**src/source/flowMemPkg.sv**
```systemverilog
package flowMemPkg;

   localparam int DATA_W = 32;
   localparam int ADDR_W = 8;
   localparam int PERIOD_W = 6;
   localparam int FLOW_N = 4;
   localparam int SEL_W = 2;

   typedef logic [DATA_W-1:0] dataT;
   typedef logic [ADDR_W-1:0] addrT;
   typedef logic [PERIOD_W-1:0] periodT;
   typedef logic [SEL_W-1:0] flowSelT;

   // input flow bus, word 0 in the low bits
   typedef struct packed {
      dataT [FLOW_N-1:0] words;
   } flowBusT;

   // outA sits in the high half
   typedef struct packed {
      dataT outA;
      dataT outB;
   } flowPairT;

   // one RAM port program
   typedef struct packed {
      addrT    iterations;
      periodT  period;
      periodT  duty;
      flowSelT sel;
      addrT    start;
      addrT    shift;
      addrT    incr;
      periodT  delay;
      logic    reverse;
      logic    inWrite;
      logic    addrOutEn;
   } portConfigT;

   // field select for the configuration bank
   typedef enum logic [3:0] {
      CFG_ITER     = 4'd0,
      CFG_PERIOD   = 4'd1,
      CFG_DUTY     = 4'd2,
      CFG_SEL      = 4'd3,
      CFG_START    = 4'd4,
      CFG_SHIFT    = 4'd5,
      CFG_INCR     = 4'd6,
      CFG_DELAY    = 4'd7,
      CFG_REVERSE  = 4'd8,
      CFG_IN_WRITE = 4'd9,
      CFG_ADDR_OUT = 4'd10
   } cfgFieldT;

endpackage

```
**src/source/configBank.sv**
```systemverilog
module configBank (
   input  logic                   clk,
   input  logic                   rst,
   input  logic                   cfgWrite,
   input  logic                   cfgPort,
   input  flowMemPkg::cfgFieldT   cfgField,
   input  flowMemPkg::dataT       cfgData,
   output flowMemPkg::portConfigT configA,
   output flowMemPkg::portConfigT configB
);

   import flowMemPkg::*;

   // low bits of value go into the addressed field
   function automatic portConfigT writeField(input portConfigT current,
                                             input cfgFieldT field,
                                             input dataT value);
      portConfigT next;
      next = current;
      case (field)
         CFG_ITER:     next.iterations = value[ADDR_W-1:0];
         CFG_PERIOD:   next.period = value[PERIOD_W-1:0];
         CFG_DUTY:     next.duty = value[PERIOD_W-1:0];
         CFG_SEL:      next.sel = value[SEL_W-1:0];
         CFG_START:    next.start = value[ADDR_W-1:0];
         CFG_SHIFT:    next.shift = value[ADDR_W-1:0];
         CFG_INCR:     next.incr = value[ADDR_W-1:0];
         CFG_DELAY:    next.delay = value[PERIOD_W-1:0];
         CFG_REVERSE:  next.reverse = value[0];
         CFG_IN_WRITE: next.inWrite = value[0];
         CFG_ADDR_OUT: next.addrOutEn = value[0];
         default:      next = current;
      endcase
      return next;
   endfunction

   always_ff @(posedge clk)
   begin
      if (rst)
      begin
         configA <= '0;
         configB <= '0;
      end
      else if (cfgWrite)
      begin
         if (cfgPort)
         begin
            configB <= writeField(configB, cfgField, cfgData);
         end
         else
         begin
            configA <= writeField(configA, cfgField, cfgData);
         end
      end
   end

   assert property (@(posedge clk) disable iff (rst)
      cfgWrite |-> (!$isunknown(cfgField) && (cfgField inside {[CFG_ITER:CFG_ADDR_OUT]})));

endmodule

```
**config.mk**
```make
export PLATFORM = sky130hd
export DESIGN_NAME = configBank
export DESIGN_NICKNAME = d
export VERILOG_FILES = /design/src/source/flowMemPkg.sv /design/src/source/configBank.sv
export SDC_FILE = /design/constraint.sdc
export NUM_CORES = 1
export LEC_CHECK = 0
export ABC_AREA = 1
export ABC_CLOCK_PERIOD_IN_PS = 1200
export BUFFER_PORTS_ARGS = -buffer_cell sky130_fd_sc_hd__buf_4
export CORE_MARGIN = 4
export CORE_UTILIZATION = 40
export DETAILED_ROUTE_END_ITERATION = 10
export HOLD_SLACK_MARGIN = 0.15
export PLACE_DENSITY_LB_ADDON = 0.05
export SYNTH_ARGS = -nofsm -noshare
export SYNTH_HDL_FRONTEND = slang
export SYNTH_SLANG_ARGS = --single-unit
```
**constraint.sdc**
```tcl
create_clock -name clk -period 1.2 [get_ports clk]
set_clock_uncertainty 0.05 [all_clocks]
set_input_delay 0.24 -clock clk [delete_from_list [all_inputs] [get_ports clk]]
set_output_delay 0.24 -clock clk [all_outputs]
set_load 0.01 [all_outputs]
```
## Word level (Yosys, flattened, before mapping)

Cells that the tools add are included.

| word-level totals | value |
|---|---|
| bits of input ports | 40 |
| output and inout bits | 110 |
| bits in registers | 110 |
| logic and storage cells | 56 |

| cells by class | value |
|---|---|
| bitwise gates (word level) | 1 |
| reductions and logical operators | 23 |
| eq/ne operators | 10 |

Operators with widths:

| operator | count |
|---|---|
| $reduce_and A3 Y1 | 22 |
| $eq A4 B3 Y1 const B | 4 |
| $eq A4 B4 Y1 const B | 3 |
| $eq A4 B2 Y1 const B | 2 |
| $eq A4 B1 Y1 const B | 1 |
| $logic_not A4 Y1 | 1 |
| $not A1 Y1 | 1 |

## Logic depth before layout (Yosys ltp)

| logic depth | value |
|---|---|
| depth after elaboration | 2 |
| mapped depth | 8 |
| gate-level depth less buffers | 7 |

## Worst setup path after synthesis

OpenSTA, ideal clock, no wires.

| path | value |
|---|---|
| path type | input -> register |
| start point | in cfgPort |
| end point | reg configB[17] in the netlist's numbering |
| path buffers | 2 |
| data arrival time | 1059 ps |
| path slack | -19 ps |
| data required time | 1040 ps |
| stages | 7 |
| library setup time | 110 ps |
| path through | nand2_1 > inv_2 > buf_2 > buf_1 > nand3_1 > nand2_1 > nor2_1 |

| on the way | value |
|---|---|
| cells in the longest elaborated chain, start to end | 1 |

Ends and longest elaborated chain:

| item | line | source |
|---|---|---|
| from (decl) | configBank.sv:5 | `input logic cfgPort,` |
| $reduce_and A3 Y1 (no source line) | n/a |  |
| to (signal assigned) | configBank.sv:48 | `configB <= writeField(configB, cfgField, cfgData);` |
| to (decl) | configBank.sv:9 | `output flowMemPkg::portConfigT configB` |

Every way passes these cells.
A chain may end at the register's enable or synchronous reset.

## Worst setup path after layout

| path | value |
|---|---|
| start point | reg configB[34] in the netlist's numbering |
| end point | out configB[34] in the netlist's numbering |

No word-level cell between the ends.

==> impl_metrics.tcl <==
set metrics [dict create \
    period_share 0.9490 \
    grt_pass1_wl_mm 22.43 \
    clock-root-buffer "clkbuf_16" \
    firstDrtPassIters 4 \
    crit_path_start "configB[34]" \
    synth_cell_types 14 \
    wirelength_mm 13.98 \
    grt_use_met2 0.3316 \
    core_um2 12160 \
    num_rows 40 \
    setup_ws_ns 0.06116 \
    regToRegSetupSlack_ns 0.47 \
    remaining_drc_errors 0 \
    syn-cell-area_um2 5014 \
    worst-path-stages 1 \
    worstPathRequired_ns 0.91 \
    first_iter_violations 235 \
    avgSynthCellArea_um2 6.167 \
    end_kind "output pin" \
    htree_levels 3 \
    areaGrowthSynthToFinish_pct 35.76 \
    globalplace.congestion 0.8878 \
    die_w_um 120.0 \
    seqPwrFrac 0.495 \
    path_cells "buf_4" \
    fin_crit_ns 1.139 \
    maxSlewViolCount 0 \
    die_y_um 120.0 \
    critPathCapture "configB[34]" \
    drv_cap 0 \
    die-area_um2 14390 \
    finish.utilization 0.5597 \
    dp_slack_ns -0.2248 \
    start_util 0.4122 \
    avgViaCountPerCell 4.327 \
    rr_startpoint "configA[37]" \
    nets 1005 \
    pwr-share-clk 0.409 \
    via_count 4924 \
    comb_power_share 0.096 \
    grt_max_degree 46 \
    crit_buf_inv 1 \
    grt.met1_usage 0.2468 \
    rr_worst_depth 4 \
    yosysSeqAreaShare 0.4392 \
    power.density_nw_per_um2 1105 \
    detail-route-antenna-nets 0 \
    crit_slowest_cell "dfxtp_1" \
    tightest_slew_ns 0.5192 \
    p_int_mw 5.714 \
    hold_viol 0 \
    numPortBuffers 125 \
    slowest_delay_ns 0.36 \
    cp_top_family "flip-flops" \
    post-cts-setup-buffers 0 \
    clk_path_buf_depth 2 \
    antenna_found_initial 0 \
    dpl.hpwl_mm 10.09 \
    status "finished clean" \
    wl_per_cell_um 12.28 \
    overflow 0 \
    r2r-end "configA[37]" \
    cts_buffers 9 \
    placed_area_um2 6444 \
    setup_viol 0 \
    mostFrequentLayoutCells "nand2_1 (224), inv_1 (173), nor2_1 (166)" \
    startpoint_type "flop" \
    drive_gt1_frac 0.2103 \
    fmax_ghz 0.8781 \
    antenna-diode-count 0 \
    ys_warn_count 0 \
    stdcell_area_um2 6807 \
    grt_setup_unrepaired "false" \
    syn-instance-count 813 \
    cts.reportedPaths.clkPinSlew_ns 0.07 \
    grt_pass1_vias 4588 \
    final_common_cell "nand2_1" \
    max-vdd-ir-drop_v 0.0006983 \
    io_pins 150 \
    p_switching_mw 1.809 \
    ys_ff_latch 110 \
    arrival_ns 0.85 \
    clock_latency_ns 0.35 \
    cts_sinks 110 \
    use_met3 0.04665 \
    crit_type "reg2out" \
    hold_class "in2reg" \
    tritoncts "yes" \
    critPathMaxFanout 2 \
    track_usage 0.1962 \
    cellLeakagePower_nw 3.640 \
    swShare 0.2405 \
    slew_headroom 0.6518 \
    busiest_layer "met2" \
    power_mw 7.523 \
    synth_nets 853 \
]
[power by group through the flow]
stage,registers (mW),clock network [mW],logic (mW)
5_1_grt,3.73,3.28,0.806
3_5_place_dp,3.81,0,0.709
2_1_floorplan,3.83,0,0.344
3_3_place_gp,3.81,0,0.698
4_1_cts,3.72,3.15,0.725
6_report,3.72,3.08,0.722
[cells by family after synthesis]
logic type / count (synthesis) / share of synthesized area
DFF: 110 / 0.4392
and+or+nand+nor: 487 / 0.3943
buffers and inverters: 216 / 0.1665
[cell type report]
class | count | area [um^2]
tap | 168 | 210.2
clock buffer | 11 | 252.7
sequential | 110 | 2202
timing repair buffer | 173 | 1396
inverter | 184 | 694.4
fill | 1212 | 5355
clock inverter | 5 | 56.30
multi-input combinational | 487 | 1994
[per-layer routing]
metal  wire length (um)  up-vias
met5                  0        -
met1               6390     2161
met4                188        0
met3                848       14
met2               6548      114
li1                   -     2635
[synth_stat cells, drive strengths merged]
master	count	area [um^2]
inv	179	671.9
nand2	224	840.8
dfxtp	110	2202
clkbuf	16	60.06
clkinv	5	18.77
buf	16	83.82
nor2	174	675.7
nand3	89	460.4
[sequential cells by signal, summed over array words and instances (netlist names)]
name	count
configA	55
configB	55
[how the worst min path moves through the flow]
stage	endpoint	slack, ns	from	cells past startpoint
after CTS	configB[33]	0.19	cfgData[0]	3
after detailed placement	configA[6]	0.43	configA[6]	2
final	configB[25]	0.20	cfgData[0]	3
after global placement	configA[3]	0.42	configA[3]	2
after floorplan	configA[49]	0.32	cfgData[2]	2
after global routing	configB[35]	0.21	cfgData[0]	3
[through the flow]
stage / cells / hold WS (ns) / TNS (ns)
after detailed placement: 1118 / 0.4274 / -7.850
after global placement: 1118 / 0.4234 / -6.099
after CTS: 1138 / 0.1910 / 0
after global routing: 1138 / 0.2143 / 0
after floorplan: 813 / 0.3249 / 0
final: 1138 / 0.1973 / 0
[repair_timing]
action | CTS | global route
resized for setup | 0 | 3
hold buffers | 4 | 0
endpoints found under the setup margin | 0 | 6
hold endpoints to repair | 7 | 0
(Power assumes the default switching activity.)
